<file path="src/icache_lru.sv">
`timescale 1ns/1ps

module icache_lru #(
    parameter int index_width = 4
) (
    input  logic                   clk,
    input  logic                   rstn,
    input  logic [index_width-1:0] index,
    input  logic                   use0,
    input  logic                   use1,
    output logic                   victim_way
);

    // one bit per set, names the way to replace next
    logic [2**index_width-1:0] lru_q;

    always_ff @(posedge clk) begin
        if (!rstn) begin
            lru_q <= '0;
        end else if (use0) begin
            lru_q[index] <= 1'b1;  // way 0 just used
        end else if (use1) begin
            lru_q[index] <= 1'b0;
        end
    end

    assign victim_way = lru_q[index];

endmodule

</file>
<file path="config.mk">
export PLATFORM = sky130hd
export DESIGN_NAME = icache_lru
export DESIGN_NICKNAME = d
export VERILOG_FILES = /design/src/icache_lru.sv
export SDC_FILE = /design/constraint.sdc
export NUM_CORES = 1
export LEC_CHECK = 0
export BUFFER_PORTS_ARGS = -buffer_cell sky130_fd_sc_hd__buf_2
export CORE_MARGIN = 2
export CORE_UTILIZATION = 25
export CTS_CLUSTER_DIAMETER = 100
export DETAILED_ROUTE_END_ITERATION = 8
export GPL_TIMING_DRIVEN = 0
export SLEW_MARGIN = 5
export SYNTH_ARGS = -nofsm -noshare
export SYNTH_HDL_FRONTEND = slang
export SYNTH_SLANG_ARGS = --single-unit
</file>
<file path="constraint.sdc">
create_clock -name clk -period 1.4 [get_ports clk]
set_input_delay 0.14 -clock clk [delete_from_list [all_inputs] [get_ports clk]]
set_output_delay 0.14 -clock clk [all_outputs]
set_load 0.005 [all_outputs]
</file>
# After elaboration in Yosys (flattened, before gate mapping)

Index checks and enable logic that the tools add are counted.

Register bits: 16
Output and inout port bits: 1
Input port bits: 8
Word-level logic and storage cells: 14

Bitwise logic cells: 3
Multiplexer cells: 6
Magnitude comparators: 2
Reductions and logical operators: 2

Operator list:

| operator             | number |
|---|---|
| $mux W16             | 2 |
| $and A16 B16 Y16     | 1 |
| $not A16 Y16         | 1 |
| $or A16 B16 Y16      | 1 |
| $lt A4 B5 Y1 const B | 1 |
| $bmux W1 S4          | 1 |
| $demux W1 S4         | 1 |
| $ge A4 B1 Y1 const B | 1 |
| $mux W1              | 2 |
| $reduce_bool A2 Y1   | 1 |
| $logic_and A1 B1 Y1  | 1 |

# Logic depth before layout (Yosys ltp)

Word-level depth: 8
Gate-level depth with buffers: 5

# Least setup slack after synthesis

Ideal clock, no wire load.

Path kind: register -> output
Start point: register (tool-made name)
End point: output victim_way
Data arrival time: 1013 ps
Slack: 247 ps
Path buffers: 0
Stages on the path, launching flop included: 4
Cell sequence: dfxtp_1 > mux4_1 > a22oi_2 > nand2_1

RTL lines:

| item          | line | text |
|---|---|---|
| end, declared | 11   | `output logic victim_way` |

==> results.yml <==
status:
  status: "finished with violations"
  violations: "negative setup slack"
global_routing:
  overflow: 0
  grt_pass1_vias: 805
  grt_usage_pct: 12.6
  grt_max_degree: 11
  grt_first_pass_wirelength_um: 3930
  antenna_found_initial: 0
placement:
  gp_congestion: 0.897
  dp_slack_ns: -0.0911
  portBuffers: 6
  dp_hpwl_um: 1640
  dp.cells: 146
die:
  die_h_um: 63.0
  core-area_um2: 3340
  row_count: 21
  die_x_um: 63.0
  ios: 9
  dieArea_um2: 3970
  start_util_pct: 26.1
synth:
  yosys.area.top_type: "dfxtp_1"
  synth_top_area_share_pct: 36.8
  syn-cell-area_um2: 870
  synth_area_per_cell_um2: 9.25
  ys_seq_area_share_pct: 36.8
  yosysWarningCount: 0
  syn_nets: 102
  synthCells: 94
  synth.distinct_cells: 21
  ys_seq_elements: 16
  synth.area.top_cells: "dfxtp_1 37%, nand4_1 12%, a21oi_1 9.2%"
route:
  dr.pass1.iters: 4
  vias: 825
  postRouteWirelength_um: 2340
  viasPerCell: 5.54
  wire_per_inst_um: 15.7
  ant_nets: 0
  first_iter_violations: 28
  drc: 0
worst_setup_path:
  r2r_cells: 2
  crit_fanout: 2
  worstPathRequired_ns: 1.26
  path_class: "register to output port"
  start_kind: "register"
  worst_ep_arrival_time_ns: 1.48
  end_kind: "output port"
pwr:
  p_per_area_nw_per_um2: 858
  p_leak_nw: 0.316
  peakVddDrop_uv: 436
clock_tree:
  clk_pin_slew_ns: 0.09
  clock_path_buffers: 2
  cts_buffers: 3
  cts_tree: "built"
  htree_num_levels: 1
  cts_root_buffer: "clkbuf_4"
  cts.sink_count: 16
  clock_latency_ns: 0.28
  post-cts-setup-buffer-count: 0
run:
  cap_violations: 0
sta:
  worst_slack_ns: -0.220
  rsz0062_at_grt: "true"
  finClkSkew_ns: 0
  timing.final.crit_share_pct: 116
  hold_viol: 0
  setup_violations: 1
  final_max_slew_viol_count: 0
  max_freq_ghz: 0.617
  fin_crit_ns: 1.62
  fin_setup_tns_ns: -0.220
  slew_headroom_pct: 57.5
  worst_slew_pin_slew_ns: 0.631
final_layout:
  fin_cells: 149
  antenna_cells: 0
  area_growth_syn_to_layout_pct: 12.2
  drive_gt1_share_pct: 25.2
  post-route-util_pct: 29.2
  fillCellCount: 373
  nNetsFinal: 113
  mostFrequentLayoutCells: "16 x nand4_1, 16 x a21oi_1, 14 x dfxtp_1, 13 x buf_2, 10 x o31ai_1"
min_path:
  min_path_cells: 3
  hp-class: "input port to register"
-- timing repair --
| action | 4_1_cts | 5_1_grt |
|---|---|---|
| resized for setup | 3 | 3 |
| hold buffers | 0 | 0 |
| pin swaps | 2 | 2 |
| endpoints found under the setup margin | 1 | 1 |
-- cells by family after synthesis --
group / Yosys count / synth area share [%]
AO/OA/AOI/OAI: 37 / 27.6
flip-flops: 16 / 36.8
buffers and inverters: 13 / 7.48
AND/OR/NAND/NOR: 24 / 16.4
multiplexers: 4 / 11.7
-- final cells by class --
class	count	area [um^2]	area share, %
well taps	46	57.6	5.90
flip-flops and latches	16	323	33.1
repair buffers	6	30.0	3.08
inverters	3	11.3	1.15
multi-input cells	65	478	49.0
plain buffers	10	53.8	5.51
clock buffers	3	22.5	2.31
-- cells in the mapped netlist (all sizes together) --
cell type / instances
a21oi: 16
dfxtp: 16
nand4: 16
o31ai: 10
buf: 8
mux4: 4
o21ai: 4
inv: 3
o41ai: 3
a22oi: 2
clkbuf: 2
nand2: 2
nand2b: 2
nor2b: 2
and2: 1
nor2: 1
o211ai: 1
o21bai: 1
-- where the power goes --
part           leakage, nW  switching [mW]  internal (mW)
clock               0.0138           0.134         0.0997
sequential           0.130         0.00547          0.465
combinational        0.172          0.0909         0.0426
total                0.316           0.230          0.607
-- stage by stage --
step	area, um^2	power, mW	hold slack, ns
after global placement	957	0.605	0.454
final	976	0.837	0.199
after CTS	973	0.846	0.188
after floorplan	870	0.567	0.345
after global routing	976	0.888	0.197
after detailed placement	957	0.608	0.460
-- final timing paths --
kind                  from          to  slack (ns)
setup / recovery  register  victim_way       -0.22
hold / removal        use0    register        0.20
setup reg to reg  register    register        0.73
hold reg to reg   register    register        0.48
-- metal layers --
metal / wire, um / part of all wire (%) / track usage, % / up-vias
met5: 0 / 0 / 0 / -
met4: 21 / 0.90 / 4.44 / 0
met3: 125 / 5.3 / 1.62 / 6
met2: 1110 / 47 / 19.8 / 30
met1: 1080 / 46 / 17.6 / 396
li1: - / - / - / 393
-- worst max-delay path: stages, from the launching register on --
cell and delay (ns):
dfxtp_2 0.34, mux4_2 0.48, a22oi_2 0.16, nand2_1 0.09, buf_2 0.13
(Power assumes the default switching activity.)
