**config.mk**
```make
export PLATFORM = sky130hd
export DESIGN_NAME = icache_req_buf
export DESIGN_NICKNAME = d
export VERILOG_FILES = /design/src/icache_pkg.sv /design/src/icache_req_buf.sv
export SDC_FILE = /design/constraint.sdc
export NUM_CORES = 1
export LEC_CHECK = 0
export BUFFER_PORTS_ARGS = -buffer_cell sky130_fd_sc_hd__buf_2
export CAP_MARGIN = 20
export CORE_MARGIN = 2
export CORE_UTILIZATION = 40
export DETAILED_ROUTE_END_ITERATION = 6
export PLACE_DENSITY = 0.77
export SYNTH_ARGS = -nofsm -noshare
export SYNTH_HDL_FRONTEND = slang
export SYNTH_SLANG_ARGS = --single-unit
```
**constraint.sdc**
```tcl
create_clock -name clk -period 0.8 [get_ports clk]
set_input_delay 0.12 -clock clk [delete_from_list [all_inputs] [get_ports clk]]
set_output_delay 0.12 -clock clk [all_outputs]
set_load 0.01 [all_outputs]
```
**src/icache_pkg.sv**
```systemverilog
package icache_pkg;

    localparam int addr_w = 32;
    localparam int word_w = 32;

    // main control states
    typedef enum logic [2:0] {
        idle      = 3'd0,
        lookup    = 3'd1,
        miss_wait = 3'd2,
        operation = 3'd3,
        flush     = 3'd4
    } state_t;

    ////////////////////////////////////////////////////////////////////////////
    // maintenance opcode fields
    ////////////////////////////////////////////////////////////////////////////

    localparam int op_ibar_bit = 31;  // invalidate-all
    localparam int op_kind_lo  = 3;
    localparam int op_kind_hi  = 4;

    typedef enum logic [1:0] {
        op_init    = 2'd0,  // tag and valid of one way
        op_idx_inv = 2'd1,  // valid of one way
        op_hit_inv = 2'd2   // valid of the hit way
    } op_kind_t;

endpackage
```
**src/icache_req_buf.sv**
```systemverilog
`timescale 1ns/1ps

module icache_req_buf #(
    parameter int index_width  = 4,
    parameter int offset_width = 2
) (
    input  logic                          clk,
    input  logic                          rstn,
    input  logic                          we,
    input  logic [icache_pkg::addr_w-1:0] in_addr,
    input  logic [31:0]                   in_opcode,
    input  logic                          in_opflag,
    input  logic                          in_uncached,
    output logic [icache_pkg::addr_w-1:0] addr,
    output logic [31:0]                   opcode,
    output logic                          opflag,
    output logic                          uncached
);
    import icache_pkg::*;

    localparam int tag_w = addr_w - index_width - offset_width - 2;

    logic [tag_w-1:0]        tag_q;
    logic [index_width-1:0]  index_q;
    logic [offset_width-1:0] offset_q;
    logic [1:0]              byte_q;  // way select of index ops

    always_ff @(posedge clk) begin
        if (we) begin
            tag_q    <= in_addr[addr_w-1 -: tag_w];
            index_q  <= in_addr[offset_width+2 +: index_width];
            offset_q <= in_addr[2 +: offset_width];
            byte_q   <= in_addr[1:0];
            opcode   <= in_opcode;
        end
    end

    always_ff @(posedge clk) begin
        if (!rstn) begin
            opflag   <= 1'b0;
            uncached <= 1'b0;
        end else if (we) begin
            opflag   <= in_opflag;
            uncached <= in_uncached;
        end
    end

    assign addr = {tag_q, index_q, offset_q, byte_q};

endmodule

```
After elaboration in Yosys (flattened, before gate mapping)
Cells that the tools add are included.
Widths: inputs -> output; s select.
- flip-flop bits (word level): 66
- input port bits: 69
- output and inout bits: 66
- word-level logic and storage cells: 7

Logic depth before layout (Yosys ltp)
- word-level depth: 0
- gate-level depth with buffers: 2
- depth with buffers taken out: 2

Worst setup path after synthesis
OpenSTA, ideal clock, no wires.
- path kind: register to register
- from: register opflag (netlist name)
- to: register opflag
- setup time: 0.116 ns
- data arrival time: 0.483 ns
- required time: 0.684 ns
- setup slack: 0.201 ns
- stages on the path, launching flop included: 3
- path buffers: 0
- clock period less this slack: 0.599 ns
- path through: dfxtp_1 > mux2i_1 > nor2b_1
- RTL lines (element ; line ; text):
    to (signal assigned) ; icache_req_buf.sv:43 ; opflag <= in_opflag;
    to (decl) ; icache_req_buf.sv:16 ; output logic opflag,

Worst setup path in the final report
- from: register offset_q[0]
- to: output port addr[2] in the netlist's numbering
- RTL lines (element ; line ; text):
    from (decl) ; icache_req_buf.sv:25 ; logic [offset_width-1:0] offset_q;
    from (signal assigned) ; icache_req_buf.sv:32 ; offset_q <= in_addr[2 +: offset_width];
    to (decl) ; icache_req_buf.sv:14 ; output logic [icache_pkg::addr_w-1:0] addr,
No word-level cell between the ends.

==> summary.txt <==
Detailed routing
  • TritonRoute pass-1 iters: 4
  • Wirelength, routed: ~5.8 mm
  • Post-DR wirelength/cell: 16.4 um
  • Vias: 1,541
  • Vias/cell: 4.33
  • Antenna Nets Post-Route: 0
  • DRC: 0
  • Initial DRC count: 76

Floorplan
  • Core Box Area: 4750 um^2
  • Ports: 135
  • Initial cell density of the core: 41.9%
  • Die width: between 70 and 80 um
  • Die Height: 74.6 um
  • Row count: 25
  • DIE AREA: around 5600 um^2

Synthesis
  • Post-synthesis mux area share: 1.00%
  • Synth area leaders: edfxtp_1, dfxtp_1, mux2i_1
  • Synth Area in Adders: 0%
  • Top-area cell type share of the netlist area: 96.4%
  • Post-Synthesis Cells: 70
  • Simple-Gate Fraction of Synth Area: 0.627%
  • Syn nets: 139
  • Xor and xnor area share after synthesis: 0%
  • Cell Area, Synth: 1990 um^2
  • Synth warnings: 0
  • Sequential share of the synthesized area: 98.4%
  • Avg Inst Size Synth: between 20 and 30 um^2
  • Count of state elements after synthesis: 66
  • Largest family of logic cells by synthesized area: multiplexers
  • Dominant cell type by area after synthesis: edfxtp_1
  • Post-synth cell types: 4
  • Synth Area in Compound Gates: 0%

STA
  • Final Setup Violations: 67
  • Hold_ws: approximately 0.075 ns
  • Worst slew margin: between 80 and 90%
  • Final worst-path cycle share: 129%
  • Final setup skew: 0 ns
  • Worst Tran Pin Value: roughly 0.19 ns
  • Setup TNS: -10.50 ns
  • F_max: 966 MHz
  • Final Hold Viols: 0
  • Final min period: between 1 and 1.5 ns
  • Final WS setup: -0.235 ns
  • RSZ-0062 raised after global routing: true
  • Final Slew Violations: 0

Clock network
  • CTS tree: yes
  • TritonCTS Buffers: 9
  • Skew-Pair Late Insertion Delay: 0.32 ns
  • Clock sink count: 66
  • Root Driver: clkbuf_8
  • Htree depth: 3
  • Clk buf depth: 2
  • Worst-path clk slew: ~0.07 ns

Critical path
  • CP Cell Sequence: buf_2
  • Crit path DAT: 0.91 ns
  • Worst EP required: 0.68 ns
  • WP buf/inv: 1
  • Worst-path fanout max: 1
  • Critical path launch point type: flip-flop
  • CP Class: flip-flop to output port
  • Crit. End Element: output port
  • Crit-path slowest cell: edfxtp_1
  • Cell family with most CP delay: flip-flops
  • CP max stage delay: 0.42 ns

Global routing
  • Global-route wire length before repair: between 8 and 9 mm
  • Gr ovfl total: 0
  • Met3 usage: 7.76%
  • Vias in the first global route: 1,658
  • Gr usage total: 21.6%
  • M1 GR Usage: 21.9%
  • Busiest grt layer: met2
  • GR Util met2: 39.2%
  • Initial antenna violation count: 0
  • Largest net degree at the start of global routing: 26

Finish
  • Area growth syn-to-layout: 83.1%
  • Fin area: 3650 um^2
  • Final net count: roughly 350
  • Post-layout utilization of the core: 76.8%
  • Ant. Diodes: 0
  • Fillcell total: about 300
  • Final std cells w/o fill: 356
  • Share of cells above drive strength 1: 53.6%

Flow run
  • Maxcap violations: 0

Placement
  • Port bufs: about 130
  • Placed instance count: between 200 and 300
  • Worst slack at placement: -0.0809 ns
  • Routability cong.: 0.667
  • Cell Area, Placed: ~2800 um^2

Run status
  • Status: finished with violations
  • Failing checks: negative setup slack

Pwr
  • Pwr Density: 2040 nW/um^2
  • VDD IR max: 1.54 mV
  • Leakage: 1.58 nW
  • PnR Total Power: 7.44 mW

Hold path
  • Hold Crit Class: input port to flip-flop
==> cell usage in the layout (no fill, tap or decap), types with 2 or more instances in the layout <==
cell type      count
buf_2            131
nor2b_1            2
dlygate4sd3_1     64
buf_12             3
edfxtp_1          64
clkbuf_8           9
clkinv_2           3
mux2i_1            2
buf_6              4
dfxtp_2            2
clkinvlp_4         2
==> cell families (layout without fill, tap and decap cells) <==
| group | after synthesis | count (layout) |
|---|---|---|
| DFF | 66 | 66 |
| muxes | 2 | 2 |
| and+or+nand+nor | 2 | 2 |
| buffers and inverters | 0 | 219 |
==> layout make-up <==
class	instances	area [um^2]	area share (%)
Sequential cell	66	1960	53.8
Timing Repair Buffer	203	1410	38.6
Clock buffer	10	128	3.50
Tap cell	67	83.8	2.30
Clock inverter	6	33.8	0.925
Multi-Input combinational cell	4	32.5	0.891
==> worst register-to-register path: stages (launching register included) <==
cell and delay [ns]:
dfxtp_2 0.34, buf_6 0.11, mux2i_1 0.17, nor2b_1 0.08
==> final timing paths <==
check                                  from        to  slack [ns]  depth (start not counted)
worst max-delay path            offset_q[0]   addr[2]       -0.23                          1
worst min-delay path                   rstn  uncached        0.07                          2
worst max register to register       opflag    opflag           0                          3
worst min register to register     uncached  uncached        0.61                          2
==> where the power goes <==
group	switching (mW)	leakage, nW	total (mW)	internal (mW)
Combinational	0.420	0.855	0.963	0.543
Clock	1.20	0.0795	2.30	1.10
Sequential	0.0858	0.644	4.18	4.09
Total	1.70	1.58	7.44	5.73
==> synth_stat cells <==
library cell and number:
nor2b_1 2, edfxtp_1 64, mux2i_1 2, dfxtp_1 2
==> per-layer routing <==
metal | wire length (um) | vias to the layer above
met5 | 0 | -
li1 | - | 709
met4 | 119 | 0
met3 | 494 | 11
met1 | 2020 | 734
met2 | 3190 | 87
==> state kept, by name, summed over array words and instances (netlist names) <==
register / cells
offset_q: 2
opcode: 32
tag_q: 24
index_q: 4
byte_q: 2
uncached: 1
opflag: 1
==> what timing repair did <==
item,in CTS,in global routing
gates resized for setup,4,2
endpoints found under the hold margin,64,0
setup endpoints to repair,66,66
hold buffers,64,0
setup buffers,0,1
Power figures use the tool's default switching activity.
