<file path="config.mk">
export PLATFORM = sky130hd
export DESIGN_NAME = icache_tagv
export DESIGN_NICKNAME = d
export VERILOG_FILES = /design/src/icache_pkg.sv /design/src/icache_tagv.sv
export SDC_FILE = /design/constraint.sdc
export NUM_CORES = 1
export LEC_CHECK = 0
export BUFFER_PORTS_ARGS = -buffer_cell sky130_fd_sc_hd__buf_2
export CAP_MARGIN = 25
export CORE_ASPECT_RATIO = 0.7
export CORE_MARGIN = 5
export CORE_UTILIZATION = 38
export CTS_CLUSTER_SIZE = 12
export DETAILED_ROUTE_END_ITERATION = 16
export PLACE_DENSITY_LB_ADDON = 0.08
export SLEW_MARGIN = 20
export SYNTH_ARGS = -nofsm -noshare
export SYNTH_HDL_FRONTEND = slang
export SYNTH_SLANG_ARGS = --single-unit
</file>
<file path="constraint.sdc">
create_clock -name clk -period 6.6 [get_ports clk]
set_input_delay 0.99 -clock clk [delete_from_list [all_inputs] [get_ports clk]]
set_output_delay 0.99 -clock clk [all_outputs]
set_load 0.1 [all_outputs]
</file>
<file path="src/icache_pkg.sv">
package icache_pkg;

    localparam int addr_w = 32;
    localparam int word_w = 32;

    // main control states
    typedef enum logic [2:0] {
        idle      = 3'd0,
        lookup    = 3'd1,
        miss_wait = 3'd2,
        operation = 3'd3,
        flush     = 3'd4
    } state_t;

    ////////////////////////////////////////////////////////////////////////////
    // maintenance opcode fields
    ////////////////////////////////////////////////////////////////////////////

    localparam int op_ibar_bit = 31;  // invalidate-all
    localparam int op_kind_lo  = 3;
    localparam int op_kind_hi  = 4;

    typedef enum logic [1:0] {
        op_init    = 2'd0,  // tag and valid of one way
        op_idx_inv = 2'd1,  // valid of one way
        op_hit_inv = 2'd2   // valid of the hit way
    } op_kind_t;

endpackage
</file>
<file path="src/icache_tagv.sv">
`timescale 1ns/1ps

module icache_tagv #(
    parameter int index_width  = 4,
    parameter int offset_width = 2
) (
    input  logic                          clk,
    input  logic                          rstn,
    input  logic [icache_pkg::addr_w-1:0] addr,
    input  logic [1:0]                    tag_we,
    input  logic [1:0]                    inv,
    input  logic                          ibar,
    input  logic                          init_en,
    input  logic                          init_way,
    output logic [1:0]                    hit
);
    import icache_pkg::*;

    localparam int tag_w = addr_w - index_width - offset_width - 2;
    localparam int sets  = 2 ** index_width;

    logic [tag_w-1:0]       tag_q [2][sets];
    logic [sets-1:0]        valid_q [2];
    logic [index_width-1:0] index;
    logic [tag_w-1:0]       tag;
    logic [1:0]             init_mask;  // way picked by init-by-index

    assign index     = addr[offset_width+2 +: index_width];
    assign tag       = addr[addr_w-1 -: tag_w];
    assign init_mask = {2{init_en}} & {init_way, ~init_way};

    ////////////////////////////////////////////////////////////////////////////
    // per way tag store and compare
    ////////////////////////////////////////////////////////////////////////////

    for (genvar w = 0; w < 2; w++) begin : g_way
        always_ff @(posedge clk) begin
            if (tag_we[w]) begin
                tag_q[w][index] <= tag;
            end else if (init_mask[w]) begin
                tag_q[w][index] <= '0;
            end
        end

        always_ff @(posedge clk) begin
            if (!rstn || ibar) begin
                valid_q[w] <= '0;  // invalidate-all
            end else if (tag_we[w]) begin
                valid_q[w][index] <= 1'b1;
            end else if (inv[w] || init_mask[w]) begin
                valid_q[w][index] <= 1'b0;
            end
        end

        assign hit[w] = valid_q[w][index] && (tag_q[w][index] == tag);
    end

endmodule

</file>
-- Yosys cells after proc, flatten, opt, wreduce, memory -nomap -nowiden
Memories as Yosys holds them, arrays and structs flattened.
Cells that the tools add are included.
- flip-flop bits (word level): 0
- memories kept: 2
- output and inout bits: 2
- memory bits (writable): 800
- memory list (memory ; words ; bits a word ; read ports ; clocked after Yosys merged registers in ; write ports ; RTL line ; RTL):
    tag_q ; 2 ; 384 ; 2 ; 0 ; 2 ; icache_tagv.sv:22 ; logic [tag_w-1:0] tag_q [2][sets];
    valid_q ; 2 ; 16 ; 2 ; 0 ; 2 ; icache_tagv.sv:23 ; logic [sets-1:0] valid_q [2];
- magnitude comparators: 4
- bitwise logic cells: 835
- mux-type cells: 870
- eq/ne operators: 2
- reduce and logical (&&, ||, !) cells: 8
- operators with widths (kind ; count):
    384-bit two-way mux ; 4
    1-bit two-way mux ; 851
    1-bit bitwise OR ; 832
    24-bit binary-select mux with 4-bit select ; 2
    24-bit two-way mux ; 5
    24-bit demux with 4-bit select ; 1
    16-bit two-way mux ; 4
    24-bit equality test ; 2
    1-bit binary-select mux with 4-bit select ; 2
    5-bit >= comparator (second input constant) ; 1
    4-bit by 5-bit < comparator with 1-bit output (second input constant) ; 1
    5-bit by 1-bit < comparator with 1-bit output (second input constant) ; 1
    4-bit NOT with 5-bit output ; 1
    1-bit demux with 4-bit select ; 1
    4-bit by 1-bit >= comparator with 1-bit output (second input constant) ; 1
    1-bit logical AND ; 4
    1-bit logical OR ; 3
    2-bit bitwise AND ; 1
    1-bit logical NOT ; 1
    1-bit NOT ; 1

-- Depth between registers and ports, before layout
- word-level depth: 8
- gate-level depth with buffers: 12
- gate-level depth less buffers: 7

-- Worst setup path after synthesis
No wires, ideal clock.
- path type: in2out
- start point: in addr[5] in the netlist's numbering
- end point: out hit[1]
- path buffers: 3
- stages on the path: 10
- data required time: 5.610 ns
- arrival: 4.618 ns
- slack: 0.992 ns
- cell sequence: buf_6 > buf_2 > buf_6 > mux4_2 > xnor2_1 > o221ai_1 > a32oi_1 > o311ai_0 > or4_1 > nor4_2
- longest elaborated chain between the ends: 6
- elaborated cells between the ends (all ways): 8
- classes of those cells: 1 x eq/ne; 5 x mux; 1 x bitwise; 1 x reduce/logical
- RTL lines (what ; RTL line ; RTL):
    start: declaration ; icache_tagv.sv:9 ; input logic [icache_pkg::addr_w-1:0] addr,
    4-bit NOT with 5-bit output (not written as such) ; icache_tagv.sv:55 ; assign hit[w] = valid_q[w][index] && (tag_q[w][index] == tag);
    24-bit binary-select mux with 4-bit select ; icache_tagv.sv:55 ;
    24-bit two-way mux (not written as such) (2 in a row) ; icache_tagv.sv:55 ;
    24-bit equality test ; icache_tagv.sv:55 ;
    1-bit logical AND * ; icache_tagv.sv:55 ;
    end: declaration ; icache_tagv.sv:15 ; output logic [1:0] hit
Every way passes the cells marked *; elsewhere a longest branch is shown, timed or not. The select of a mux whose other input is x is not followed.

-- Worst setup path in the final report
- start point: in addr[4] in the netlist's numbering
- end point: out hit[0]
Same word-level chain as after synthesis.

==> summary.json <==
{
  "sta": {
    "finalWorstPathRequiredPeriod_ns": 5.70,
    "tightestPinTransition_ns": 1.09,
    "finalSetupViolCount": 0,
    "timing.max_slew.rel_slack": 0.275,
    "hold_viol": 0,
    "grt_setup_unrepaired": "no",
    "achievable_clock_frequency_ghz": 0.175,
    "final.period_utilization": 0.864,
    "layout_setup_ws_ns": 0.898,
    "totalNegativeSetupSlack_ns": 0,
    "final.setup_skew_ns": 0,
    "finalMaxSlewViolations": 0,
    "worst_slack_on_hold_paths_ns": 0.452
  },
  "final_layout": {
    "area_delta_synth_final_pct": 10.7,
    "final_common_cell": "nand2_1",
    "mostFrequentLayoutCells": "nand2_1, edfxtp_1, a21oi_1, dfxtp_1, mux4_2",
    "post-route-cell-area_sq_um": 40500,
    "final_core_util": 0.423,
    "design.final.nets": 3319,
    "layout-drive-gt1-share": 0.160,
    "layout.filler_cells": 8921,
    "layout.cells.non_filler": 4591
  },
  "critical_path": {
    "startpoint": "addr[4]",
    "reg2reg_from": "tag_q[1][23]",
    "crit_path_end_kind": "output pin",
    "critical_path_class": "primary input to output pin",
    "ff2ff_path_depth": 2,
    "start_kind": "primary input",
    "worst_ep_arrival_time_ns": 4.71,
    "worstPathMaxFanout": 52,
    "worstReg2RegEnd": "tag_q[1][23]",
    "regToRegSetupSlack_ns": 5.93,
    "timing.critical_path.required_ns": 5.61,
    "crit_end": "hit[0]"
  },
  "synth": {
    "synth_fa_ha_area_frac": 0,
    "netlist-cell-type-count": 60,
    "async_s_r_ff_share_synth": 0,
    "number_of_nets_in_the_synthesized_netlist": 3425,
    "main_combinational_cell_family_by_area_after_synthesis": "multiplexers",
    "synth_xor_xnor_area_share": 0.00935,
    "synth_enable_flop_cells": 416,
    "yosysWarnings": 0,
    "dominantRegCellSynth": "edfxtp_1",
    "post_synth_instance_area_sq_um": 36500,
    "syn_avg_cell_area_sq_um": 10.8,
    "postSynthCellCount": 3384,
    "post_synth_mux_area_share": 0.145,
    "seq_area_frac_synth": 0.552,
    "synth_compound_gate_area_share": 0.106,
    "yosys_register_bits": 800,
    "post_synth_and_or_nand_nor_area_fraction": 0.140
  },
  "die": {
    "floorplan.rows": 95,
    "dieArea_sq_um": 103000,
    "die_h_um": 269,
    "initial_utilization": 0.382,
    "design.core.area_sq_um": 95700,
    "width_of_the_die_um": 381,
    "pin_count": 43
  },
  "place": {
    "globalplace.congestion": 0.819,
    "place_hpwl_mm": 78.5,
    "buffer_ports.inserted": 38,
    "dp_slack_ns": 0.867,
    "place.detailed.instances": 4454,
    "placed_cell_area_sq_um": 38000
  },
  "hold_path": {
    "worstHoldPathType": "flop to flop"
  },
  "clock_network": {
    "worstSkewPairLatency_ns": 0.66,
    "ctsHoldBuffers": 0,
    "cts_resized": 0,
    "cts-buffers-inserted": 83,
    "tritoncts": "built",
    "clock-sinks": 800,
    "postCtsSetupBuffers": 0,
    "cts_htree_levels": 3,
    "clock_root_buffer": "clkbuf_16",
    "worst_path_clk_slew_ns": 0.06,
    "clock_buffer_depth": 3
  },
  "global_routing": {
    "first_global_vias": 26600,
    "grt_use_total": 0.256,
    "wire_length_of_the_first_global_routing_pass_mm": 193,
    "antenna_found_initial": 5,
    "remaining_global_route_overflow": 0,
    "grt_start_max_net_pins": 155
  },
  "pwr": {
    "totalPowerFinal_mw": 12.3,
    "p_sw_mw": 3.22,
    "p_int_mw": 9.06,
    "sequentialPowerShare": 0.494,
    "proportion_of_power_drawn_by_combinational_gates": 0.142,
    "netSwitchingFraction": 0.262,
    "fraction_of_power_consumed_by_the_clock_network": 0.364,
    "power-per-cell-area_nw_per_um2": 303,
    "max-vdd-ir-drop_v": 0.000182,
    "leakagePower_nw": 14.1
  },
  "route": {
    "detail-route-antenna-nets": 0,
    "route.final.wire_length_mm": 134,
    "drt_first_pass_iters": 6,
    "viasPerCell": 5.97,
    "route.vias.total": 27400,
    "drt_drc_violations_left": 0,
    "first_iter_violations": 3158,
    "wl_per_cell_um": 29.2
  },
  "flow_run": {
    "maxCapViolCount": 0
  },
  "run_status": {
    "run_status": "complete, no violations"
  }
}
[metal layers]
metal  vias to the layer above  routed length [um]  GRT usage  share of wire
li1                      11800                   -          -              -
met1                     14000               61400      0.390           0.46
met2                      1376               56200      0.367           0.42
met3                       195               13600     0.0658           0.10
met4                         2                2990     0.0570          0.022
met5                         -                  13          0       0.000097
[worst max-delay path, cell delays in order]
cell and delay (ns):
buf_8 0.50, buf_4 0.47, mux4_2 0.55, mux2i_1 0.31, nor2_1 0.07, or4_1 0.63
a211oi_1 0.54, and4_1 0.37, buf_12 0.20
[cell usage after synthesis, types with 33 or more instances]
master / number / share of area
a21oi_1: 407 / 0.056
a31oi_1: 151 / 0.026
and2_1: 104 / 0.018
buf_2: 43 / 0.0059
clkbuf_1: 267 / 0.027
dfxtp_1: 384 / 0.21
edfxtp_1: 416 / 0.34
mux2i_1: 62 / 0.017
mux4_2: 185 / 0.11
nand2_1: 809 / 0.083
nand3_1: 33 / 0.0045
nor2_1: 160 / 0.016
nor2b_1: 54 / 0.0092
o21ai_0: 49 / 0.0067
[logic make-up (layout without fill, tap and decap cells)]
family | count (synthesis) | in the layout
DFF | 800 | 800
buffers and inverters | 379 | 324
xor gates and xnor gates | 39 | 39
other | 0 | 1
and+or+nand+nor | 1209 | 1209
muxes | 274 | 274
AOI/OAI and AO/OA | 683 | 683
[power groups by stage]
stage / clock (mW) / combinational (mW) / sequential, mW
6_report: 4.47 / 1.75 / 6.06
5_1_grt: 4.75 / 1.90 / 6.11
2_1_floorplan: 0 / 1.23 / 6.07
3_5_place_dp: 0 / 1.73 / 6.16
4_1_cts: 4.55 / 1.73 / 6.05
3_3_place_gp: 0 / 1.68 / 6.12
[final cells by class]
| cell class | count | area, sq um | area share |
|---|---|---|---|
| antenna | 1 | 2.50 | 0.0000618 |
| clock buffer | 125 | 2410 | 0.0596 |
| clock inverter | 11 | 52.6 | 0.00130 |
| inverter | 19 | 71.3 | 0.00176 |
| multi-input combinational | 2205 | 14900 | 0.367 |
| sequential | 800 | 20200 | 0.499 |
| tap | 1261 | 1580 | 0.0390 |
| timing repair buffer | 169 | 1300 | 0.0322 |
[worst min path at each step]
stage	slack, ns	from	end	cells after the start
3_5_place_dp	0.44	tag_q[1][262]	tag_q[1][262]	2
3_3_place_gp	0.44	tag_q[1][106]	tag_q[1][106]	2
6_report	0.45	tag_q[1][67]	tag_q[1][67]	2
4_1_cts	0.45	tag_q[1][262]	tag_q[1][262]	2
2_1_floorplan	0.43	tag_q[1][106]	tag_q[1][106]	2
5_1_grt	0.47	tag_q[1][109]	tag_q[1][109]	2
[sequential cells by signal, summed over array words and instances (netlist names)]
name and flops:
tag_q 768, valid_q 32
(Power assumes the default switching activity.)
