## config.mk

```make
export PLATFORM = sky130hd
export DESIGN_NAME = icache_ctrl_fsm
export DESIGN_NICKNAME = d
export VERILOG_FILES = /design/src/icache_pkg.sv /design/src/icache_ctrl_fsm.sv
export SDC_FILE = /design/constraint.sdc
export NUM_CORES = 1
export LEC_CHECK = 0
export ABC_AREA = 1
export BUFFER_PORTS_ARGS = -buffer_cell sky130_fd_sc_hd__buf_2
export CAP_MARGIN = 10
export CORE_UTILIZATION = 29
export DETAILED_ROUTE_END_ITERATION = 8
export HOLD_SLACK_MARGIN = 0.05
export PLACE_DENSITY = 0.86
export SETUP_SLACK_MARGIN = 0.05
export SYNTH_ARGS = -nofsm -noshare
export SYNTH_HDL_FRONTEND = slang
export SYNTH_SLANG_ARGS = --single-unit
```

## constraint.sdc

```tcl
create_clock -name clk -period 1.2 [get_ports clk]
set_input_delay 0.18 -clock clk [delete_from_list [all_inputs] [get_ports clk]]
set_output_delay 0.18 -clock clk [all_outputs]
set_load 0.005 [all_outputs]
```

## src/icache_pkg.sv

```systemverilog
package icache_pkg;

    localparam int addr_w = 32;
    localparam int word_w = 32;

    // main control states
    typedef enum logic [2:0] {
        idle      = 3'd0,
        lookup    = 3'd1,
        miss_wait = 3'd2,
        operation = 3'd3,
        flush     = 3'd4
    } state_t;

    ////////////////////////////////////////////////////////////////////////////
    // maintenance opcode fields
    ////////////////////////////////////////////////////////////////////////////

    localparam int op_ibar_bit = 31;  // invalidate-all
    localparam int op_kind_lo  = 3;
    localparam int op_kind_hi  = 4;

    typedef enum logic [1:0] {
        op_init    = 2'd0,  // tag and valid of one way
        op_idx_inv = 2'd1,  // valid of one way
        op_hit_inv = 2'd2   // valid of the hit way
    } op_kind_t;

endpackage
```

## src/icache_ctrl_fsm.sv

```systemverilog
`timescale 1ns/1ps

module icache_ctrl_fsm (
    input  logic                          clk,
    input  logic                          rstn,
    input  logic                          req_valid,
    input  logic                          req_opflag,
    input  logic                          pipe_stall,
    input  logic                          pipe_flush,
    input  logic                          mem_data_ok,
    input  logic                          buf_opflag,
    input  logic [31:0]                   buf_opcode,
    input  logic [icache_pkg::addr_w-1:0] buf_addr,
    input  logic                          buf_uncached,
    input  logic [1:0]                    hit,
    input  logic                          victim_way,
    output logic                          rdata_valid,
    output logic                          stall,
    output logic                          done_op,
    output logic                          ack_op,
    output logic                          mem_req,
    output logic                          buf_we,
    output logic                          use0,
    output logic                          use1,
    output logic [1:0]                    data_we,
    output logic [1:0]                    tagv_inv,
    output logic                          tagv_ibar,
    output logic                          tagv_init_en,
    output logic                          tagv_init_way,
    output logic                          sel_way,
    output logic                          sel_return
);
    import icache_pkg::*;

    state_t   state;
    state_t   next_state;
    state_t   req_state;  // target of an accepted request
    op_kind_t op_kind;
    logic     miss;
    logic     rstn_q;
    logic     hold_q;     // hit already reported, pipeline stalled
    logic     drop_q;     // flushed miss, refill without forwarding
    logic     valid_c;

    assign miss    = (hit == 2'b00) || buf_uncached;
    assign op_kind = op_kind_t'(buf_opcode[op_kind_hi:op_kind_lo]);

    always_ff @(posedge clk) begin
        rstn_q <= rstn;
    end

    // no result in the first cycle out of reset
    assign rdata_valid = valid_c && rstn_q;
    assign done_op     = (state == operation);
    assign ack_op      = (next_state == operation);

    always_ff @(posedge clk) begin
        if (!rstn) begin
            state  <= idle;
            hold_q <= 1'b0;
            drop_q <= 1'b0;
        end else begin
            state  <= next_state;
            hold_q <= (state == lookup) && !miss && pipe_stall && !pipe_flush;
            if (state == miss_wait && mem_data_ok) begin
                drop_q <= 1'b0;
            end else if (pipe_flush && (state == miss_wait || (state == lookup && miss))) begin
                drop_q <= 1'b1;
            end
        end
    end

    ////////////////////////////////////////////////////////////////////////////
    // next state
    ////////////////////////////////////////////////////////////////////////////

    always_comb begin
        req_state = idle;
        if (req_valid && !pipe_stall) begin
            req_state = req_opflag ? operation : lookup;
        end
    end

    always_comb begin
        next_state = state;
        case (state)
            idle: next_state = req_state;
            lookup: begin
                if (miss) begin
                    next_state = miss_wait;  // memory read always completes
                end else if (pipe_flush) begin
                    next_state = flush;
                end else if (pipe_stall) begin
                    next_state = lookup;
                end else begin
                    next_state = req_state;
                end
            end
            miss_wait: begin
                if (mem_data_ok) begin
                    next_state = pipe_flush ? flush : req_state;
                end
            end
            operation: next_state = pipe_flush ? flush : req_state;
            flush:     next_state = pipe_flush ? flush : req_state;
            default:   next_state = idle;
        endcase
    end

    ////////////////////////////////////////////////////////////////////////////
    // outputs
    ////////////////////////////////////////////////////////////////////////////

    always_comb begin
        valid_c       = 1'b0;
        stall         = 1'b1;
        mem_req       = 1'b0;
        buf_we        = 1'b0;
        use0          = 1'b0;
        use1          = 1'b0;
        data_we       = 2'b00;
        tagv_inv      = 2'b00;
        tagv_ibar     = 1'b0;
        tagv_init_en  = 1'b0;
        tagv_init_way = 1'b0;
        sel_way       = 1'b0;
        sel_return    = 1'b0;
        case (state)
            idle, flush: begin
                stall  = 1'b0;
                buf_we = 1'b1;
            end
            lookup: begin
                sel_way = !hit[0] && hit[1];
                if (miss) begin
                    mem_req = 1'b1;
                end else begin
                    stall   = 1'b0;
                    buf_we  = !pipe_stall;  // keep the address while held
                    valid_c = !pipe_flush && !hold_q;
                end
                if (!pipe_flush) begin
                    if (buf_uncached) begin
                        // uncached hit drops the cached copy
                        tagv_inv = hit[0] ? 2'b01 : {hit[1], 1'b0};
                    end else begin
                        use0 = hit[0];
                        use1 = !hit[0] && hit[1];
                    end
                end
            end
            miss_wait: begin
                mem_req = 1'b1;
                if (mem_data_ok) begin
                    stall      = 1'b0;
                    buf_we     = 1'b1;
                    sel_return = 1'b1;
                    valid_c    = !drop_q && !pipe_flush;
                    if (!buf_uncached) begin
                        data_we[victim_way] = 1'b1;
                        use0 = !victim_way;
                        use1 = victim_way;
                    end
                end
            end
            operation: begin
                stall  = 1'b0;
                buf_we = 1'b1;
                if (!pipe_flush && buf_opflag) begin
                    if (buf_opcode[op_ibar_bit]) begin
                        tagv_ibar = 1'b1;
                    end else begin
                        case (op_kind)
                            op_init: begin
                                tagv_init_en  = 1'b1;
                                tagv_init_way = buf_addr[0];  // way in addr bit 0
                            end
                            op_idx_inv: tagv_inv = buf_addr[0] ? 2'b10 : 2'b01;
                            op_hit_inv: tagv_inv = hit[0] ? 2'b01 : {hit[1], 1'b0};
                            default: ;
                        endcase
                    end
                end
            end
            default: ;
        endcase
    end

endmodule

```

Word level (Yosys, flattened, before mapping)
Index checks and enable logic that the tools add are counted.
- word-level logic and storage cells: 96
- input port bits: 76
- register bits after elaboration: 6
- output and inout port bits: 17
- reduce and logical (&&, ||, !) cells: 28
- equal/unequal tests: 7
- multiplexer cells: 54
- magnitude comparators: 2
- bitwise logic cells: 1
- operator list (cell ; number):
    two-way mux 1 bit ; 28
    two-way mux 2 bit ; 11
    two-way mux 3 bit ; 5
    logical AND 1 bit ; 13
    one-hot mux 3 bit (4 select lines) ; 1
    equality test 3 x 2 -> 1 bit (second input constant) ; 3
    one-hot mux 1 bit (2 select lines) ; 4
    one-hot mux 2 bit (2 select lines) ; 2
    logical NOT 1 bit ; 7
    one-hot mux 1 bit (3 select lines) ; 2
    logical NOT 2 bit ; 2
    OR reduction 2 bit ; 2
    equality test 3 x 1 -> 1 bit (second input constant) ; 1
    equality test 3 bit (second input constant) ; 1
    logical NOT 3 bit ; 1
    OR reduction 3 bit ; 1
    equality test 2 x 1 -> 1 bit (second input constant) ; 1
    equality test 2 bit (second input constant) ; 1
    logical OR 1 bit ; 2
    < comparator 1 x 2 -> 1 bit (second input constant) ; 1
    demux 1 bit (select 1 bit) ; 1
    greater-or-equal comparator 1 bit (second input constant) ; 1
    inverter 1 bit ; 1

Longest topological paths before layout
Gate-level depths: netlist (run 1).
- depth in word-level cells: 8
- mapped depth: 7
- depth with buffers taken out: 7

Worst setup path before layout (run 1)
OpenSTA, ideal clock, no wires.
- path type: register to output
- start point: reg state[2]
- end point: out ack_op
- cell stages (with the launch flop): 6
- data arrival time: 0.998 ns
- path buffers: 0
- setup slack: 0.022 ns
- cell sequence: dfxtp_1 > nor3_4 > nand2_2 > nand2_1 > nand3_1 > a21oi_1
- cells in the longest elaborated chain, start to end: 4
- elaborated cells on any way between the ends: 9
- classes of those cells: 5 x eq/ne; 2 x mux; 2 x reduce/logical
- RTL lines (element ; RTL line ; text):
    start, declared ; icache_ctrl_fsm.sv:35 ; state_t state;
    start signal, assigned ; icache_ctrl_fsm.sv:59 ; state <= idle;
    start signal, assigned ; icache_ctrl_fsm.sv:63 ; state <= next_state;
    equality test 3 x 2 -> 1 bit or equality test 3 bit (tied branches) ; icache_ctrl_fsm.sv:86 ; case (state)
    OR reduction 2 bit (no source line) ; n/a ;
    one-hot mux 3 bit (4 select lines) * ; icache_ctrl_fsm.sv:86 ;
    equality test 3 x 2 -> 1 bit * ; icache_ctrl_fsm.sv:55 ; assign ack_op = (next_state == operation);
    end, declared ; icache_ctrl_fsm.sv:20 ; output logic ack_op,
Every way passes the cells marked *; elsewhere a longest branch is shown, timed or not.

Final worst setup path (run 1)
Same ends and word-level chain as after synthesis.

==> impl_metrics.toml, run 1 <==
[run_status]
status = "complete, but fails checks"
violations = "setup timing"

[power]
p_sw_share_pct = 35.45
powerDensity_nw_per_um2 = 603.9
power_report.internal_total_w = 0.0004838
clockPowerShare_pct = 23.9
power.switching_w = 0.0002657
combPwrFrac_pct = 45.6
static-leakage-power_nw = 0.6910
ir_drop_mv = 0.4839
share_seq_of_total_power_pct = 30.5

[route]
drcViolationCount = 0
drt_first_iter_violations = 14
average_wire_per_cell_in_the_routed_design_microns = 11.85
ant_nets = 0
drt-vias-per-instance = 4.648
via_count = 925
drt_pass1_iterations = 4
drt_wl_total_microns = 2358

[clock_network]
worst_skew_pair_later_pin_latency_ps = 240
cts.root.buffer_cell = "clkbuf_4"
clock_tree_from_tritoncts = "yes"
cts-htree-levels = 1
clockBufferDepth = 2
clk_pin_slew_worst_paths_ps = 40
number_of_buffers_created_by_cts = 3
clock_sink_count = 6
hold_buffers = 0

[global_routing]
grt_antenna_before_repair = 0
grt_start_max_net_pins = 6
global_route_wire_length_before_repair_microns = 3705
grt-ovfl-total = 0
via_count_of_the_first_global_routing_pass = 872
grt_util_all_layers_pct = 20.05

[place]
port_buffers = 32
placed_cells_incl_taps = 191
post-place-ws_ps = -191.8
detailed_place_hpwl_microns = 1567
place_congestion = 0.8868

[cells_and_area]
layoutNonFillerInstCount = 199
drive_gt1_share_pct = 61.05
area_growth_syn_to_layout_pct = 98.80
num-nets-final = 253
antenna_cells_inserted = 0
count_of_filler_cells_inserted_in_the_layout = 193

[sta]
timing_hold_violations_final = 0
slew_headroom_pct = 72.15
timing.final.setup_violations = 18
max_freq_ghz = 0.6423
max_slew.worst_pin.slew_ps = 413.4
totalNegativeSetupSlack_ps = -4535
final_critical_path_setup_slack_ps = -356.9
rsz0062_at_grt = "yes"
worst_hold_check_slack_ps = 68.06
timing.clock.skew_ps = 1.421
finalCritPeriodShare_pct = 129.7
finalCriticalPeriod_ps = 1557
report.final.slew_viol_count = 0

[synth]
synth.largest_area_cell = "dfxtp_1"
yosys.area.top_type_share_pct = 19.24
postSynthNetCount = 189
synthTopCellsByArea = "dfxtp_1 (19%), inv_1 (14%), nand2_1 (13%), nor2_1 (11%), nand3_1 (8.8%)"
synth-warning-count = 0
postSynthCellCount = 110
yosys.area_share.xor_xnor_pct = 0
synthMuxAreaShare_pct = 0
syn_area_per_cell_sq_um = 5.676
synthAdderAreaFrac_pct = 6.012
syn_area_sq_um = 624.3
synth_top_family_by_area = "simple AND/OR/NAND/NOR gates"
synth-seq-cells = 6
post_synth_cell_types = 20
synth_simple_gate_area_share_pct = 47.09
seq_area_frac_synth_pct = 19.24
synth-compound-area-share_pct = 12.63

[floorplan]
std_cell_rows = 16
core_region_area_sq_um = 2002
floorplan.die_area_sq_um = 2343
initial_core_utilization_pct = 31.19
chipWidth_microns = 48.40
boundaryPins = 93
fp.dieH_microns = 48.40

[run]
maxCapViolCount = 0

[critical_path]
worstPathCellList = "inv_6, nand2_4, nor2_4, nand2_2, nand3_2, nor2_2, a21oi_2, buf_2"
critical_path.slowest_cell = "dfxtp_4"
crit_path_max_incr_delay_ps = 370
worst-endpoint-arrival_ps = 1380
crit_path_kind = "reg2out"
timing.critical_path.to_type = "primary output"
critPathMaxFanout = 4
required_ps = 1020
critPathLaunchType = "flop"

[worst_hold_path]
hold_path_class = "in2reg"
[metrics by stage]
| stage | power, W | cell area [sq um] | util (%) |
|---|---|---|---|
| after global routing | 0.0008111 | 1241 | 62.00 |
| final | 0.0007496 | 1241 | 62.00 |
| after floorplan | 0.0003460 | 629.4 | - |
| after global placement | 0.0004783 | 988.4 | 49.38 |
| after detailed placement | 0.0004818 | 988.4 | 49.38 |
| after CTS | 0.0007136 | 1141 | 57.00 |
[layout make-up]
class / count / area (sq um) / share of cell area (%)
clock buffer: 3 / 22.52 / 1.815
inverter: 25 / 103.9 / 8.367
multi-input combinational: 79 / 564.3 / 45.46
sequential: 6 / 131.4 / 10.58
tap: 27 / 33.78 / 2.722
timing repair buffer: 59 / 385.4 / 31.05
[worst max-delay path: cells and delay by family (launching register included)]
kind	cells	cell delay, ps
buffers and inverters	2	210
AO/OA/AOI/OAI	1	140
AND/OR/NAND/NOR	5	420
flip-flops	1	370
[registers in the layout, summed over array words and instances, names as in the netlist]
| register | flops |
|---|---|
| drop_q | 1 |
| state | 3 |
| rstn_q | 1 |
| hold_q | 1 |
[routing by layer]
layer	vias to the layer above	GRT usage, %	part of all wire, %
met5	-	0	0
met4	0	7.353	1.9
met3	6	6.918	6.7
met2	40	32.39	48
met1	398	24.57	44
li1	481	-	-
[timing repair]
item                                    CTS  global route
hold endpoints to repair                  0             0
resized for setup                        32            24
setup buffers                             4             1
endpoints found under the setup margin   22            21
pin swaps                                 9             8
[power by group through the flow]
stage	Combinational, W	Sequential [W]	Clock [W]
2_1_floorplan	0.000122	0.000224	0
3_3_place_gp	0.000253	0.000226	0
3_5_place_dp	0.000256	0.000226	0
4_1_cts	0.000303	0.000225	0.000186
5_1_grt	0.000374	0.000229	0.000208
6_report	0.000342	0.000228	0.000179
[worst paths after layout]
kind | from | cells after the start | to | slack [ps]
min reg2reg | drop_q | 2 | drop_q | 460
max reg2reg | state[2] | 7 | drop_q | -100
max | state[2] | 8 | ack_op | -360
min | rstn | 1 | rstn_q | 70
[cell usage in the layout (no fill, tap or decap), types with 4 or more instances in the layout]
| master | n |
|---|---|
| inv_1 | 20 |
| buf_2 | 32 |
| nand3_2 | 4 |
| nand3_1 | 7 |
| nand2_2 | 7 |
| nand2_1 | 12 |
| nand2_4 | 5 |
| nor2_2 | 6 |
| buf_6 | 6 |
| nor2_1 | 11 |
| buf_4 | 21 |
[cells by family after synthesis]
kind of cell             count (synthesis)
AO/OA/AOI/OAI                           13
adder cells (fa/ha/maj)                  3
buffers and inverters                   25
flip-flops                               6
AND/OR/NAND/NOR                         63
[synthesized netlist by cell type (all sizes together)]
cell type	n
o21ai	2
nand3	11
ha	3
a22o	1
o22ai	4
nor3	3
a21boi	1
nand4	3
nand2	24
nor4	2
nor2	20
a21oi	4
a22oi	1
inv	25
dfxtp	6
No activity file was read; power rests on OpenSTA's default activity.
==> run 2: changes to the inputs <==
==> constraint.sdc (replaced) <==
create_clock -name clk -period 1.2 [get_ports clk]
set_input_delay 0.18 -clock clk [delete_from_list [all_inputs] [get_ports clk]]
set_output_delay 0.18 -clock clk [all_outputs]
set_load 0.1 [all_outputs]
==> run 2 against run 1 <==
Against the previous run: the flow still finishes with violations (setup timing); highest routed layer unchanged; critical path type unchanged; sequential share of layout area shrank 2.6 points; cell count grew 1.5%; clock power grew 9%; largest power group unchanged; total power grew 42%.
==> impl_metrics.toml, run 2 (synthesized netlist as in run 1, its figures left out) <==
[sta]
timing_hold_violations_final = 0
rsz0062_at_grt = "yes"
report.final.slew_viol_count = 0
finalCritPeriodShare_pct = 145.9
finalCriticalPeriod_ps = 1751
totalNegativeSetupSlack_ps = -7941
max_freq_ghz = 0.5710
max_slew.worst_pin.slew_ps = 444.8
timing.final.setup_violations = 18
timing.clock.skew_ps = 9.943
final_critical_path_setup_slack_ps = -551.3
slew_headroom_pct = 70.24

[floorplan]
fp.dieH_microns = 48.40
initial_core_utilization_pct = 31.19
chipWidth_microns = 48.40
core_region_area_sq_um = 2002
floorplan.die_area_sq_um = 2343
boundaryPins = 93
std_cell_rows = 16

[global_routing]
grt_antenna_before_repair = 0
grt-ovfl-total = 0
grt_util_all_layers_pct = 26.01
via_count_of_the_first_global_routing_pass = 1097
global_route_wire_length_before_repair_microns = 4733
grt_start_max_net_pins = 6

[clock_network]
clock_tree_from_tritoncts = "yes"
number_of_buffers_created_by_cts = 3
clock_sink_count = 6
cts-htree-levels = 1
cts.root.buffer_cell = "clkbuf_4"
hold_buffers = 0
clockBufferDepth = 2
clk_pin_slew_worst_paths_ps = 50
worst_skew_pair_later_pin_latency_ps = 240

[cells_and_area]
drive_gt1_share_pct = 60.57
largest_register = "state"
most_frequent_cells_in_the_layout = "inv_1 (20), buf_4 (18), buf_12 (17)"
count_of_filler_cells_inserted_in_the_layout = 113
finalCoreUtilization_pct = 82.38
largest_reg_flops = 3
num-nets-final = 255
seq_area_sq_um = 131.4
antenna_cells_inserted = 0
layout_commonest_cell = "inv_1"
area_growth_syn_to_layout_pct = 164.1
multi_input_area_sq_um = 676.9

[route]
drt_wl_total_microns = 2946
average_wire_per_cell_in_the_routed_design_microns = 14.58
drcViolationCount = 0
via_count = 1035
drt_pass1_iterations = 5
drt_first_iter_violations = 21
ant_nets = 0
drt-vias-per-instance = 5.124

[power]
ir_drop_mv = 0.7274
powerDensity_nw_per_um2 = 644.3
total_power_w = 0.001063
static-leakage-power_nw = 0.7579

[place]
detailed_place_hpwl_microns = 2317
post-place-ws_ps = -343.1
place_congestion = 0.9743
port_buffers = 32

[run_status]
status = "complete, but fails checks"
violations = "setup timing"

[critical_path]
crit_path_kind = "reg2out"
worst-endpoint-arrival_ps = 1570
required_ps = 1020
reg2reg_from = "state[0]"
ff2ff_path_depth = 6
timing.critical_path.to_type = "primary output"
setup.worst_path.start = "state[1]"
critPathLaunchType = "flop"
critPathMaxFanout = 3

[worst_hold_path]
hold_depth = 1
hold_path_startpoint = "rstn"
hold_path_class = "in2reg"

[run]
maxCapViolCount = 0
==> run 2: cell types whose count changed in the layout (fill, tap and decap cells not counted), moves of 3 or more <==
cell | before | now
buf_12 | 0 | 17
buf_2 | 32 | 15
buf_4 | 21 | 18
buf_6 | 6 | 11
nand3_2 | 4 | 0
nand3_4 | 0 | 3
nor2_2 | 6 | 2
nor2_4 | 3 | 6
o22ai_2 | 3 | 0
o22ai_4 | 0 | 4
==> run 2: what timing repair did <==
item                       4_1_cts  5_1_grt
setup buffers                    5        3
setup endpoints to repair       21       22
gates resized for setup         21       12
pin swaps                       10       12
==> run 2: path summary, 6_finish.rpt <==
path / endpoint / slack, ps
worst max-delay path: tagv_inv[1] / -550
worst min-delay path: rstn_q / 70
worst max register to register: drop_q / -70
worst min register to register: drop_q / 480
==> run 2: critical path, stage by stage (launching register included) <==
cell and delay, ps:
dfxtp_4 370, buf_6 100, nand2_4 50, nor2_4 140, nand4_1 240, o22ai_4 220, buf_12 200
==> run 2: where the power goes <==
part	internal, W	switching (W)
Sequential	0.000209	0.0000160
Combinational	0.000248	0.000395
Clock	0.000126	0.0000689
==> run 2: final cells by class <==
cell class,instances,share of cell area (%)
timing repair buffer,61,40.90
sequential,6,7.967
clock buffer,4,1.593
multi-input combinational,79,41.05
tap,27,2.049
inverter,25,6.449
==> run 2: layer usage <==
metal	track usage, %	up-vias	wire length [microns]
met2	54.93	60	1695
met3	2.830	12	146
met4	11.27	0	85
li1	-	485	-
met5	0	-	0
met1	24.38	478	1018
==> run 2: metrics by stage <==
step           cell area [sq um]  std cells  hold slack [ps]
2_1_floorplan              837.1        110            207.7
3_3_place_gp                1451        191            310.3
3_5_place_dp                1451        191            311.7
4_1_cts                     1589        200            67.01
5_1_grt                     1649        202            73.60
6_report                    1649        202            71.29
